--- config.mk ---
export PLATFORM = sky130hd
export DESIGN_NAME = tlb_search_seq
export DESIGN_NICKNAME = d
export VERILOG_FILES = /design/src/hdl/tlb_pkg.sv /design/src/hdl/tlb_search_seq.sv
export SDC_FILE = /design/constraint.sdc
export NUM_CORES = 1
export LEC_CHECK = 0
export BUFFER_PORTS_ARGS = -buffer_cell sky130_fd_sc_hd__clkbuf_2
export CAP_MARGIN = 20
export CORE_MARGIN = 4
export CORE_UTILIZATION = 40
export DETAILED_ROUTE_END_ITERATION = 8
export PLACE_DENSITY = 0.73
export REMOVE_ABC_BUFFERS = 1
export SYNTH_ARGS = -nofsm -noshare
export SYNTH_HDL_FRONTEND = slang
export SYNTH_SLANG_ARGS = --single-unit
--- constraint.sdc ---
create_clock -name clk_i -period 4.64 [get_ports clk_i]
set_input_delay 0.928 -clock clk_i [delete_from_list [all_inputs] [get_ports clk_i]]
set_output_delay 0.928 -clock clk_i [all_outputs]
set_load 0.01 [all_outputs]
--- src/hdl/tlb_pkg.sv ---
package tlb_pkg;

   //////////////////////
   // Geometry
   //////////////////////
   localparam int VA_WIDTH      = 32;
   localparam int PA_WIDTH      = 40;
   localparam int PAGE_BITS     = 12;              // 4 kB pages
   localparam int N_SETS        = 8;
   localparam int SET_BITS      = 3;
   localparam int N_BANKS       = 4;
   localparam int BANK_BITS     = 2;
   localparam int N_STEPS       = 4;               // Entries per bank and set
   localparam int STEP_BITS     = 2;
   localparam int VA_IDX_BITS   = SET_BITS + STEP_BITS;
   localparam int PA_IDX_BITS   = VA_IDX_BITS + BANK_BITS;
   localparam int VPN_BITS      = VA_WIDTH - PAGE_BITS;
   localparam int PPN_BITS      = PA_WIDTH - PAGE_BITS;
   localparam int CFG_ADDR_BITS = 8;
   localparam int CFG_DATA_BITS = 32;
   localparam int VA_ENTRY_BITS = VPN_BITS + 3;

   // One virtual-tag entry
   typedef struct packed {
      logic                valid;
      logic                rd;                     // Read access allowed
      logic                wr;                     // Write access allowed
      logic [VPN_BITS-1:0] vpn;
   } tlb_va_entry_t;

   // Config data seen by the tag banks or by the physical table
   typedef union packed {
      struct packed {
         logic [CFG_DATA_BITS-VA_ENTRY_BITS-1:0] pad;
         tlb_va_entry_t                          entry;
      } va;
      struct packed {
         logic [CFG_DATA_BITS-PPN_BITS-1:0] pad;
         logic [PPN_BITS-1:0]               ppn;
      } pa;
   } tlb_cfg_word_u;

endpackage

--- src/hdl/tlb_search_seq.sv ---
`timescale 1ns/1ps

module tlb_search_seq (
   input  logic                              clk_i,
   input  logic                              rst_ni,
   input  logic                              start_i,
   input  logic [tlb_pkg::VA_WIDTH-1:0]      va_i,
   input  logic                              rw_i,
   input  logic                              cfg_va_we_i,
   input  logic                              v_valid_i,
   input  logic                              v_hit_i,
   input  logic                              v_prot_i,
   input  logic                              v_multi_i,
   input  logic                              v_last_i,
   input  logic                              result_sent_i,
   output logic                              busy_o,
   output logic                              rd_en_o,
   output logic [tlb_pkg::VA_IDX_BITS-1:0]   rd_idx_o,
   output logic [tlb_pkg::VPN_BITS-1:0]      req_vpn_o,
   output logic                              req_rw_o,
   output logic [tlb_pkg::PAGE_BITS-1:0]     req_offset_o,
   output logic                              search_done_o
);
   import tlb_pkg::*;

   typedef enum logic [1:0] {S_IDLE, S_SEARCH, S_DONE} state_t;

   state_t               state_q, state_d;
   logic [STEP_BITS-1:0] step_q;
   logic                 issued_all_q;     // Last step already sent to the banks
   logic [VA_WIDTH-1:0]  va_q;
   logic                 rw_q;
   logic                 accept;
   logic                 stop;

   assign accept = start_i & (state_q == S_IDLE);
   assign stop   = v_valid_i & (v_hit_i | v_prot_i | v_multi_i | v_last_i);

   assign busy_o        = (state_q != S_IDLE);
   assign search_done_o = (state_q == S_SEARCH) & stop;
   // Tag writes own the bank port for that cycle
   assign rd_en_o       = (state_q == S_SEARCH) & ~issued_all_q & ~cfg_va_we_i;

   assign rd_idx_o     = {va_q[PAGE_BITS +: SET_BITS], step_q};
   assign req_vpn_o    = va_q[VA_WIDTH-1:PAGE_BITS];
   assign req_offset_o = va_q[PAGE_BITS-1:0];
   assign req_rw_o     = rw_q;

   always_comb begin
      state_d = state_q;
      unique case (state_q)
         S_IDLE:   if (start_i) state_d = S_SEARCH;
         S_SEARCH: if (stop) state_d = S_DONE;
         S_DONE:   if (result_sent_i) state_d = S_IDLE;
         default:  state_d = S_IDLE;
      endcase
   end

   //////////////////////
   // Step counter
   //////////////////////
   always_ff @(posedge clk_i) begin
      if (!rst_ni) begin
         state_q      <= S_IDLE;
         step_q       <= '0;
         issued_all_q <= 1'b0;
      end else begin
         state_q <= state_d;
         if (accept) begin
            step_q       <= '0;
            issued_all_q <= 1'b0;
         end else if (rd_en_o) begin
            if (step_q == STEP_BITS'(N_STEPS-1)) begin
               issued_all_q <= 1'b1;
            end else begin
               step_q <= step_q + 1'b1;
            end
         end
      end
   end

   // Request is held until the result has gone out
   always_ff @(posedge clk_i) begin
      if (accept) begin
         va_q <= va_i;
         rw_q <= rw_i;
      end
   end

endmodule

# Word-level counts from Yosys, hierarchy flattened
# Cells that the tools add are included.
totals:
  reg_bits: 38
  inputBits: 43
  output_inout_bits: 41
  word_cells: 34
classes:
  addsub: 1
  eq_ne: 6
  muxes: 4
  bitwise: 12
  reduce_logical: 6
ops:
  columns: ["cell", "n"]
  rows:
  - ["2-bit 2-to-1 mux", 3]
  - ["2-bit != test, second input constant", 3]
  - ["2-bit case mux with 3 select lines", 1]
  - ["1-bit bitwise AND", 5]
  - ["2-bit == test, second input constant", 2]
  - ["1-bit inverter", 4]
  - ["2-bit AND reduction", 2]
  - ["1-bit bitwise OR", 3]
  - ["3-bit AND reduction", 1]
  - ["2-bit by 1-bit adder with 2-bit output, second input constant", 1]
  - ["2-bit by 1-bit == test with 1-bit output, second input constant", 1]
  - ["2-bit zero test", 1]
  - ["2-bit nonzero test", 1]
  - ["2-bit OR reduction", 1]

# Depth between registers and ports, before layout
# Gate-level depths: netlist of the first run.
logic_depth:
  ltp_word: 6
  ltp_mapped: 4
  ltp_nobuf: 4

# Worst setup path after synthesis of the first run
# OpenSTA, ideal clock, no wires.
synth_timing:
  path_type: "in2reg"
  startpoint: "input start_i"
  endpoint: "register issued_all_q"
  setup_ps: 117
  t_arrival_ps: 3781
  required_time_ps: 4523
  slack_ps: 741
  path_stages: 3
  path_buffers: 0
  path_cell_list: "nor3b_1 nand2b_1 nor2_1"
synth_between:
  elab_chain_len: 2
synth_rtl:
  columns: ["element", "line", "text"]
  rows:
  - ["start, declared", "tlb_search_seq.sv:6", "input logic start_i,"]
  - ["1-bit bitwise AND", "tlb_search_seq.sv:36", "assign accept = start_i & (state_q == S_IDLE);"]
  - ["2-bit OR reduction (no line)", null, null]
  - ["end signal, assigned", "tlb_search_seq.sv:66", "issued_all_q <= 1'b0;"]
  - ["end signal, assigned", "tlb_search_seq.sv:71", "issued_all_q <= 1'b0;"]
  - ["end signal, assigned", "tlb_search_seq.sv:74", "issued_all_q <= 1'b1;"]
  - ["end, declared", "tlb_search_seq.sv:30", "logic issued_all_q;"]
# No other way between the ends.
# A chain may end at the register's enable or synchronous reset.

# Final worst setup path of the first run
layout_timing:
  startpoint: "input cfg_va_we_i"
  endpoint: "output rd_en_o"
layout_between:
  elab_chain_len: 2
layout_rtl:
  columns: ["element", "line", "text"]
  rows:
  - ["start, declared", "tlb_search_seq.sv:9", "input logic cfg_va_we_i,"]
  - ["1-bit inverter", "tlb_search_seq.sv:42", "assign rd_en_o = (state_q == S_SEARCH) & ~issued_all_q & ~cfg_va_we_i;"]
  - ["1-bit bitwise AND", "tlb_search_seq.sv:42", null]
  - ["end, declared", "tlb_search_seq.sv:17", "output logic rd_en_o,"]
# No other way between the ends.

==> run_summary.xml, run 1 <==
<?xml version="1.0" encoding="UTF-8"?>
<metrics>
  <group name="setup_path">
    <metric name="critPathMostFrequentCell" unit="">sky130_fd_sc_hd__clkbuf_2</metric>
    <metric name="timing.critical_path.slowest_cell_delay" unit="ns">0.49</metric>
    <metric name="critPathLaunchType" unit="">input pin</metric>
    <metric name="worstPathArrival" unit="ns">1.74</metric>
    <metric name="critical_setup_path_kind" unit="">in2out</metric>
    <metric name="worstReg2RegEnd" unit="">step_q[0]</metric>
    <metric name="crit-reg2reg-launch" unit="">state_q[0]</metric>
    <metric name="rr_worst_depth" unit="">3</metric>
    <metric name="crit_slowest_cell" unit="">sky130_fd_sc_hd__or4b_4</metric>
    <metric name="worst_ep_required_time" unit="ns">3.71</metric>
    <metric name="crit_path_cell_trace" unit="">clkbuf_2, or4b_4, inv_1, clkbuf_2</metric>
    <metric name="reg2reg_slack" unit="ns">3.14</metric>
    <metric name="setup.worst_path.start" unit="">cfg_va_we_i</metric>
    <metric name="worstPathMaxFanout" unit="">4</metric>
    <metric name="critical_path.endpoint_type" unit="">output port</metric>
    <metric name="endpoint" unit="">rd_en_o</metric>
  </group>
  <group name="clock_network">
    <metric name="clock_path_buffers" unit="">2</metric>
    <metric name="h-tree-depth" unit="">2</metric>
    <metric name="clk_latency" unit="ns">0.33</metric>
    <metric name="cts_buffers" unit="">5</metric>
    <metric name="cts_post_setup_buffers_inserted" unit="">0</metric>
    <metric name="tritoncts" unit="">built</metric>
    <metric name="clkSinkCount" unit="">38</metric>
    <metric name="clock-root-buffer" unit="">sky130_fd_sc_hd__clkbuf_4</metric>
    <metric name="cts-resized-gates" unit="">0</metric>
    <metric name="cts.hold.buffers_added" unit="">0</metric>
    <metric name="clkSlewWorstSetupHoldPaths" unit="ns">0.10</metric>
  </group>
  <group name="logic_synthesis">
    <metric name="synthesis.yosys.warnings" unit="">0</metric>
    <metric name="number_of_different_library_cells_in_the_post_synthesis_netlist" unit="">19</metric>
    <metric name="synth_top_cell_area_share" unit="%">78.6</metric>
    <metric name="synth.cell_area" unit="sq mm">0.00126</metric>
    <metric name="synthTopCellsByArea" unit="">sky130_fd_sc_hd__edfxtp_1 (79%), sky130_fd_sc_hd__dfxtp_1 (7.9%), sky130_fd_sc_hd__buf_4 (1.8%)</metric>
    <metric name="synth_flop_cell" unit="">sky130_fd_sc_hd__edfxtp_1</metric>
    <metric name="synth_largest_area_cell" unit="">sky130_fd_sc_hd__edfxtp_1</metric>
    <metric name="post-synth-top-count-cell" unit="">sky130_fd_sc_hd__edfxtp_1</metric>
    <metric name="flip_flop_and_latch_count_after_synthesis" unit="">38</metric>
    <metric name="ys_top_cells_by_count" unit="">sky130_fd_sc_hd__edfxtp_1 (33), sky130_fd_sc_hd__dfxtp_1 (5)</metric>
    <metric name="synth_sequential_area_ratio" unit="%">86.6</metric>
    <metric name="post_synth.cell_area_avg" unit="sq um">19.7</metric>
    <metric name="synth-async-reset-ratio" unit="%">0</metric>
    <metric name="synth_cells" unit="">64</metric>
    <metric name="number_of_enable_type_register_cells_in_the_synthesized_netlist" unit="">33</metric>
  </group>
  <group name="sta">
    <metric name="rsz0062_at_grt" unit="">false</metric>
    <metric name="timing.clock.skew" unit="ns">0.00324</metric>
    <metric name="fmax" unit="MHz">374</metric>
    <metric name="final_setup_viols" unit="">0</metric>
    <metric name="maxSlewHeadroom" unit="%">67.7</metric>
    <metric name="finalCritPeriodShare" unit="%">57.6</metric>
    <metric name="drv_slew" unit="">0</metric>
    <metric name="setup-tns-final" unit="ns">0</metric>
    <metric name="clock_period_minus_worst_slack" unit="ns">2.67</metric>
    <metric name="tightestPinTransition" unit="ns">0.482</metric>
    <metric name="report.final.hold_viol_count" unit="">0</metric>
  </group>
  <group name="detailed_routing">
    <metric name="detail_route.first_pass.iterations" unit="">2</metric>
    <metric name="routed_length_per_instance" unit="um">14.1</metric>
    <metric name="vias_per_cell" unit="">4.62</metric>
    <metric name="initialDrtViolationCount" unit="">44</metric>
    <metric name="drtAntennaViolNets" unit="">0</metric>
    <metric name="drt-total-wl" unit="um">2790</metric>
    <metric name="drc_errors" unit="">0</metric>
    <metric name="route.vias.total" unit="">914</metric>
  </group>
  <group name="die">
    <metric name="core_area" unit="sq mm">0.00303</metric>
    <metric name="rows" unit="">20</metric>
    <metric name="die-area" unit="sq mm">0.00411</metric>
    <metric name="chipWidth" unit="um">64.1</metric>
    <metric name="chipHeight" unit="um">64.1</metric>
    <metric name="io_pins" unit="">84</metric>
    <metric name="initial_utilization" unit="%">41.6</metric>
  </group>
  <group name="job">
    <metric name="maxCapViolCount" unit="">0</metric>
  </group>
  <group name="grt">
    <metric name="grt_antenna_before_repair" unit="">0</metric>
    <metric name="global_route_wire_length_before_repair" unit="um">4400</metric>
    <metric name="grt_start_max_net_pins" unit="">19</metric>
    <metric name="grt_pass1_vias" unit="">953</metric>
    <metric name="overflow" unit="">0</metric>
    <metric name="grtUsageTotal" unit="%">14.6</metric>
  </group>
  <group name="placed_design">
    <metric name="io_buffer_count" unit="">83</metric>
    <metric name="dp_hpwl" unit="um">2260</metric>
    <metric name="finalWeightedCongestion" unit="">0.728</metric>
    <metric name="instance_area_at_placement" unit="sq mm">0.00172</metric>
  </group>
  <group name="layout">
    <metric name="fraction_of_final_layout_cells_sized_beyond_drive_strength_1" unit="%">61.7</metric>
    <metric name="area_growth" unit="%">45.5</metric>
    <metric name="finalInstanceArea" unit="sq mm">0.00183</metric>
    <metric name="diodes" unit="">0</metric>
    <metric name="fillerInstances" unit="">251</metric>
    <metric name="regArea" unit="sq mm">0.00109</metric>
    <metric name="layout.nets" unit="">197</metric>
    <metric name="multiInputGateArea" unit="sq um">148</metric>
  </group>
  <group name="power_and_ir_drop">
    <metric name="cellLeakagePower" unit="nW">0.824</metric>
    <metric name="power.ir.vdd_worst" unit="mV">0.245</metric>
    <metric name="cellPowerDensity" unit="mW/mm^2">407</metric>
  </group>
  <group name="hold_path">
    <metric name="worstHoldPathType" unit="">reg2reg</metric>
    <metric name="min-delay-start" unit="">step_q[1]</metric>
  </group>
  <group name="status">
    <metric name="run_status" unit="">finished clean</metric>
  </group>
</metrics>
==> cell type report <==
| type | count | share of cell area (%) |
|---|---|---|
| clock buffers | 5 | 2.05 |
| well taps | 44 | 3.00 |
| flip-flops and latches | 38 | 59.5 |
| inverters | 1 | 0.205 |
| multi-input cells | 22 | 8.05 |
| repair buffers | 85 | 23.7 |
| clock inverters | 3 | 3.48 |
==> how the worst min path moves through the flow <==
| stage | endpoint | cells after the start |
|---|---|---|
| floorplan | issued_all_q | 2 |
| global placement | issued_all_q | 2 |
| global route | step_q[1] | 2 |
| CTS | step_q[1] | 2 |
| detailed placement | issued_all_q | 2 |
| finish | step_q[1] | 2 |
==> per-layer routing <==
layer / GRT usage [%] / wire [um]
met3: 7.03 / 383
met1: 15.0 / 1040
met5: 0 / 0
met2: 25.4 / 1330
met4: 5.54 / 28
==> logic make-up (layout without fill, tap and decap cells) <==
kind of cell / Yosys count / after routing / share of synthesized area [%]
AND/OR/NAND/NOR: 15 / 15 / 7.75
adder cells (fa/ha/maj): 1 / 1 / 0.993
flip-flops: 38 / 38 / 86.6
AO/OA/AOI/OAI: 6 / 6 / 2.58
buffers and inverters: 4 / 94 / 2.08
==> layout by cell type (no fill, tap or decap), drive strengths merged, types with 2 or more instances in the layout <==
cell / synthesis / layout
a21oi: 3 / 3
buf: 3 / 2
bufinv: 0 / 2
clkbuf: 0 / 88
dfxtp: 5 / 5
edfxtp: 33 / 33
nor2: 3 / 3
nor3b: 3 / 3
o21ai: 2 / 2
==> flip-flops by register name (all words and copies together), names as in the netlist <==
register and flops:
state_q 2, req_rw_o 1, step_q 2, issued_all_q 1
va_q 32
==> through the flow <==
step	hold WS, ns	utilization [%]	worst slack [ns]	instances	power [mW]
after floorplan	0.438	-	0.741	61	0.442
after global placement	0.470	56.8	2.00	189	0.484
after detailed placement	0.500	56.8	1.92	189	0.489
after CTS	0.522	60.2	1.97	197	0.755
after global routing	0.552	60.5	1.91	198	0.779
final	0.526	60.5	1.97	198	0.745
==> power breakdown <==
part	leakage, nW	switching, mW	internal (mW)
clock network	0.0528	0.0986	0.166
logic	0.416	0.0398	0.0343
registers	0.356	0.00866	0.398
==> critical path: cells and delay by family <==
| kind | cells | cell delay [ns] |
|---|---|---|
| and+or+nand+nor | 1 | 0.49 |
| buffers and inverters | 3 | 0.32 |
Power figures use the tool's default switching activity.
==> run 2: changes to the inputs <==
ABC_AREA = 1   (was not set)
CORE_UTILIZATION = 41   (was 40)
PLACE_DENSITY = 0.74   (was 0.73)
clock period = 2.8 ns   (was 4.64 ns; I/O delays follow)
==> run_summary.xml, run 2 <==
<?xml version="1.0" encoding="UTF-8"?>
<metrics>
  <group name="logic_synthesis">
    <metric name="synth_cells" unit="">80</metric>
    <metric name="arithmetic_cell_share_of_the_synthesized_area_counting_full_adders_half_adders_and_majority_gates" unit="%">0.957</metric>
    <metric name="number_of_different_library_cells_in_the_post_synthesis_netlist" unit="">18</metric>
    <metric name="simple_gate_share_of_the_synthesized_area" unit="%">8.61</metric>
    <metric name="synth-async-reset-ratio" unit="%">0</metric>
    <metric name="synth_top_cell_area_share" unit="%">75.8</metric>
    <metric name="synth_xor_area_share" unit="%">0</metric>
    <metric name="synth_compound_area_share" unit="%">1.82</metric>
    <metric name="ys_top_cells_by_count" unit="">sky130_fd_sc_hd__edfxtp_1 (33), sky130_fd_sc_hd__inv_1 (9), sky130_fd_sc_hd__nand2_1 (7), sky130_fd_sc_hd__nor2_1 (7), sky130_fd_sc_hd__dfxtp_1 (5)</metric>
    <metric name="synth_flop_cell" unit="">sky130_fd_sc_hd__edfxtp_1</metric>
    <metric name="post-synth-top-count-cell" unit="">sky130_fd_sc_hd__edfxtp_1</metric>
    <metric name="synth.cell_area" unit="sq mm">0.00131</metric>
    <metric name="flip_flop_and_latch_count_after_synthesis" unit="">38</metric>
    <metric name="post_synth.cell_area_avg" unit="sq um">16.3</metric>
    <metric name="number_of_enable_type_register_cells_in_the_synthesized_netlist" unit="">33</metric>
    <metric name="synthesis.yosys.warnings" unit="">0</metric>
    <metric name="synth_sequential_area_ratio" unit="%">83.4</metric>
    <metric name="synthTopCellsByArea" unit="">sky130_fd_sc_hd__edfxtp_1 (76%), sky130_fd_sc_hd__dfxtp_1 (7.7%), sky130_fd_sc_hd__inv_1 (2.6%)</metric>
    <metric name="synth_largest_area_cell" unit="">sky130_fd_sc_hd__edfxtp_1</metric>
    <metric name="largest_family_of_logic_cells_by_synthesized_area" unit="">simple AND/OR/NAND/NOR gates</metric>
    <metric name="synth_mux_area_share" unit="%">0</metric>
  </group>
  <group name="setup_path">
    <metric name="crit_path_cell_trace" unit="">inv_2, nor2_2, nand3_1, inv_1, clkbuf_2</metric>
    <metric name="worstPathMaxFanout" unit="">3</metric>
    <metric name="critical_path_buf_inv_count" unit="">3</metric>
    <metric name="worstPathArrival" unit="ns">1.23</metric>
    <metric name="crit_slowest_cell" unit="">sky130_fd_sc_hd__dfxtp_1</metric>
    <metric name="critPathLaunchType" unit="">flip-flop</metric>
    <metric name="timing.critical_path.slowest_cell_delay" unit="ns">0.38</metric>
    <metric name="critPathTopFamily" unit="">flip-flops</metric>
    <metric name="critical_setup_path_kind" unit="">reg2out</metric>
    <metric name="critical_path.endpoint_type" unit="">output port</metric>
    <metric name="worst_ep_required_time" unit="ns">2.24</metric>
  </group>
  <group name="grt">
    <metric name="grt_antenna_before_repair" unit="">0</metric>
    <metric name="grt_start_max_net_pins" unit="">35</metric>
    <metric name="grt_pass1_vias" unit="">942</metric>
    <metric name="grtUsageTotal" unit="%">13.7</metric>
    <metric name="global_route_wire_length_before_repair" unit="um">4130</metric>
    <metric name="overflow" unit="">0</metric>
  </group>
  <group name="detailed_routing">
    <metric name="drtAntennaViolNets" unit="">0</metric>
    <metric name="vias_per_cell" unit="">4.32</metric>
    <metric name="detail_route.first_pass.iterations" unit="">2</metric>
    <metric name="initialDrtViolationCount" unit="">29</metric>
    <metric name="routed_length_per_instance" unit="um">12.2</metric>
    <metric name="drc_errors" unit="">0</metric>
    <metric name="route.vias.total" unit="">911</metric>
    <metric name="drt-total-wl" unit="um">2570</metric>
  </group>
  <group name="clock_network">
    <metric name="clock_path_buffers" unit="">2</metric>
    <metric name="clkSlewWorstSetupHoldPaths" unit="ns">0.10</metric>
    <metric name="cts.hold.buffers_added" unit="">0</metric>
    <metric name="tritoncts" unit="">built</metric>
    <metric name="cts_post_setup_buffers_inserted" unit="">0</metric>
    <metric name="clock-root-buffer" unit="">sky130_fd_sc_hd__clkbuf_4</metric>
    <metric name="cts_buffers" unit="">5</metric>
    <metric name="clk_latency" unit="ns">0.32</metric>
    <metric name="clkSinkCount" unit="">38</metric>
    <metric name="h-tree-depth" unit="">2</metric>
    <metric name="cts-resized-gates" unit="">0</metric>
  </group>
  <group name="placed_design">
    <metric name="placed_cells" unit="">204</metric>
    <metric name="dp_hpwl" unit="um">2100</metric>
    <metric name="io_buffer_count" unit="">83</metric>
    <metric name="instance_area_at_placement" unit="sq mm">0.00176</metric>
    <metric name="preCtsSetupSlack" unit="ns">1.17</metric>
    <metric name="finalWeightedCongestion" unit="">0.724</metric>
  </group>
  <group name="status">
    <metric name="run_status" unit="">finished clean</metric>
  </group>
  <group name="layout">
    <metric name="diodes" unit="">0</metric>
    <metric name="number_of_non_filler_instances_in_the_completed_layout" unit="">211</metric>
    <metric name="leading_cell_type_in_the_layout_fill_and_taps_excluded" unit="">sky130_fd_sc_hd__clkbuf_2</metric>
    <metric name="finalInstanceArea" unit="sq mm">0.00180</metric>
    <metric name="fillerInstances" unit="">251</metric>
    <metric name="layout.nets" unit="">211</metric>
    <metric name="fraction_of_final_layout_cells_sized_beyond_drive_strength_1" unit="%">58.7</metric>
    <metric name="largest_register" unit="">va_q</metric>
    <metric name="layout.cells.most_common_list" unit="">sky130_fd_sc_hd__clkbuf_2 (83), sky130_fd_sc_hd__edfxtp_1 (33), sky130_fd_sc_hd__inv_1 (9)</metric>
    <metric name="area_growth" unit="%">37.9</metric>
    <metric name="layout_top_registers" unit="">va_q: 32 flops, state_q: 2 flops, step_q: 2 flops</metric>
    <metric name="number_of_flip_flops_under_the_largest_register_name" unit="">32</metric>
    <metric name="fin_util" unit="%">59.1</metric>
  </group>
  <group name="sta">
    <metric name="maxSlewHeadroom" unit="%">54.5</metric>
    <metric name="final_setup_viols" unit="">0</metric>
    <metric name="timing.clock.skew" unit="ns">0.00504</metric>
    <metric name="worst_hold_slack_after_final_layout" unit="ns">0.406</metric>
    <metric name="fmax" unit="MHz">560</metric>
    <metric name="report.final.hold_viol_count" unit="">0</metric>
    <metric name="finalCritPeriodShare" unit="%">63.8</metric>
    <metric name="tightestPinTransition" unit="ns">0.681</metric>
    <metric name="worst_slack" unit="ns">1.01</metric>
    <metric name="setup-tns-final" unit="ns">0</metric>
    <metric name="drv_slew" unit="">0</metric>
    <metric name="rsz0062_at_grt" unit="">false</metric>
    <metric name="clock_period_minus_worst_slack" unit="ns">1.79</metric>
  </group>
  <group name="die">
    <metric name="chipWidth" unit="um">64.5</metric>
    <metric name="core_area" unit="sq mm">0.00305</metric>
    <metric name="initial_utilization" unit="%">42.8</metric>
    <metric name="io_pins" unit="">84</metric>
    <metric name="chipHeight" unit="um">64.5</metric>
    <metric name="rows" unit="">20</metric>
    <metric name="die-area" unit="sq mm">0.00416</metric>
  </group>
  <group name="power_and_ir_drop">
    <metric name="cellLeakagePower" unit="nW">0.836</metric>
    <metric name="power.ir.vdd_worst" unit="mV">0.267</metric>
    <metric name="totalPowerFinal" unit="mW">1.04</metric>
    <metric name="cellPowerDensity" unit="mW/mm^2">577</metric>
  </group>
  <group name="job">
    <metric name="maxCapViolCount" unit="">0</metric>
  </group>
  <group name="hold_path">
    <metric name="worstHoldPathType" unit="">in2reg</metric>
  </group>
</metrics>
-- run 2: changes by cell type in the layout (fill, tap and decap cells not counted), moves of 2 or more --
cell | before | now
sky130_fd_sc_hd__bufinv_16 | 2 | 0
sky130_fd_sc_hd__inv_2 | 0 | 3
sky130_fd_sc_hd__nand2_1 | 1 | 7
sky130_fd_sc_hd__o21ai_0 | 2 | 0
sky130_fd_sc_hd__clkinv_2 | 0 | 2
sky130_fd_sc_hd__inv_1 | 1 | 9
sky130_fd_sc_hd__nor3b_1 | 2 | 0
sky130_fd_sc_hd__nor2_1 | 3 | 7
-- run 2: final timing paths --
path | startpoint | end | slack (ns) | cells past startpoint
setup reg to reg | state_q[1] | va_q[23] | 1.32 | 3
hold reg to reg | issued_all_q | issued_all_q | 0.52 | 2
hold / removal | va_i[31] | va_q[31] | 0.41 | 1
setup / recovery | state_q[0] | search_done_o | 1.01 | 5
-- run 2: cell type report --
type / count / area [sq um] / share of cell area [%]
multi-input combinational: 27 / 149 / 8.26
sequential: 38 / 1090 / 60.5
clock inverter: 2 / 10.0 / 0.555
clock buffer: 5 / 37.5 / 2.08
timing repair buffer: 83 / 415 / 23.0
tap: 44 / 55.1 / 3.05
inverter: 12 / 45.0 / 2.50
-- run 2: worst reg2reg max path, stage by stage, from the launching register on --
cell and delay, ns:
sky130_fd_sc_hd__dfxtp_1 0.36, sky130_fd_sc_hd__nor2_1 0.17, sky130_fd_sc_hd__nand2_2 0.08, sky130_fd_sc_hd__inv_2 0.51
-- run 2: kinds of logic (layout without fill, tap and decap cells) --
family          count (synthesis)  count (layout)
buf+inv                        15             102
flops                          38              38
compound gates                  4               4
simple gates                   22              22
fa+ha+maj                       1               1
-- run 2: metal layers --
metal  wire [um]  global-route usage (%)
met5           0                       0
met4          48                    7.65
met3         365                    6.41
met2        1270                    24.6
met1         883                    12.5
-- run 2: power by group --
part | switching, mW | total, mW | internal (mW)
clock network | 0.155 | 0.245 | 0.0903
logic | 0.0709 | 0.123 | 0.0524
registers | 0.0119 | 0.672 | 0.660
total | 0.237 | 1.04 | 0.802
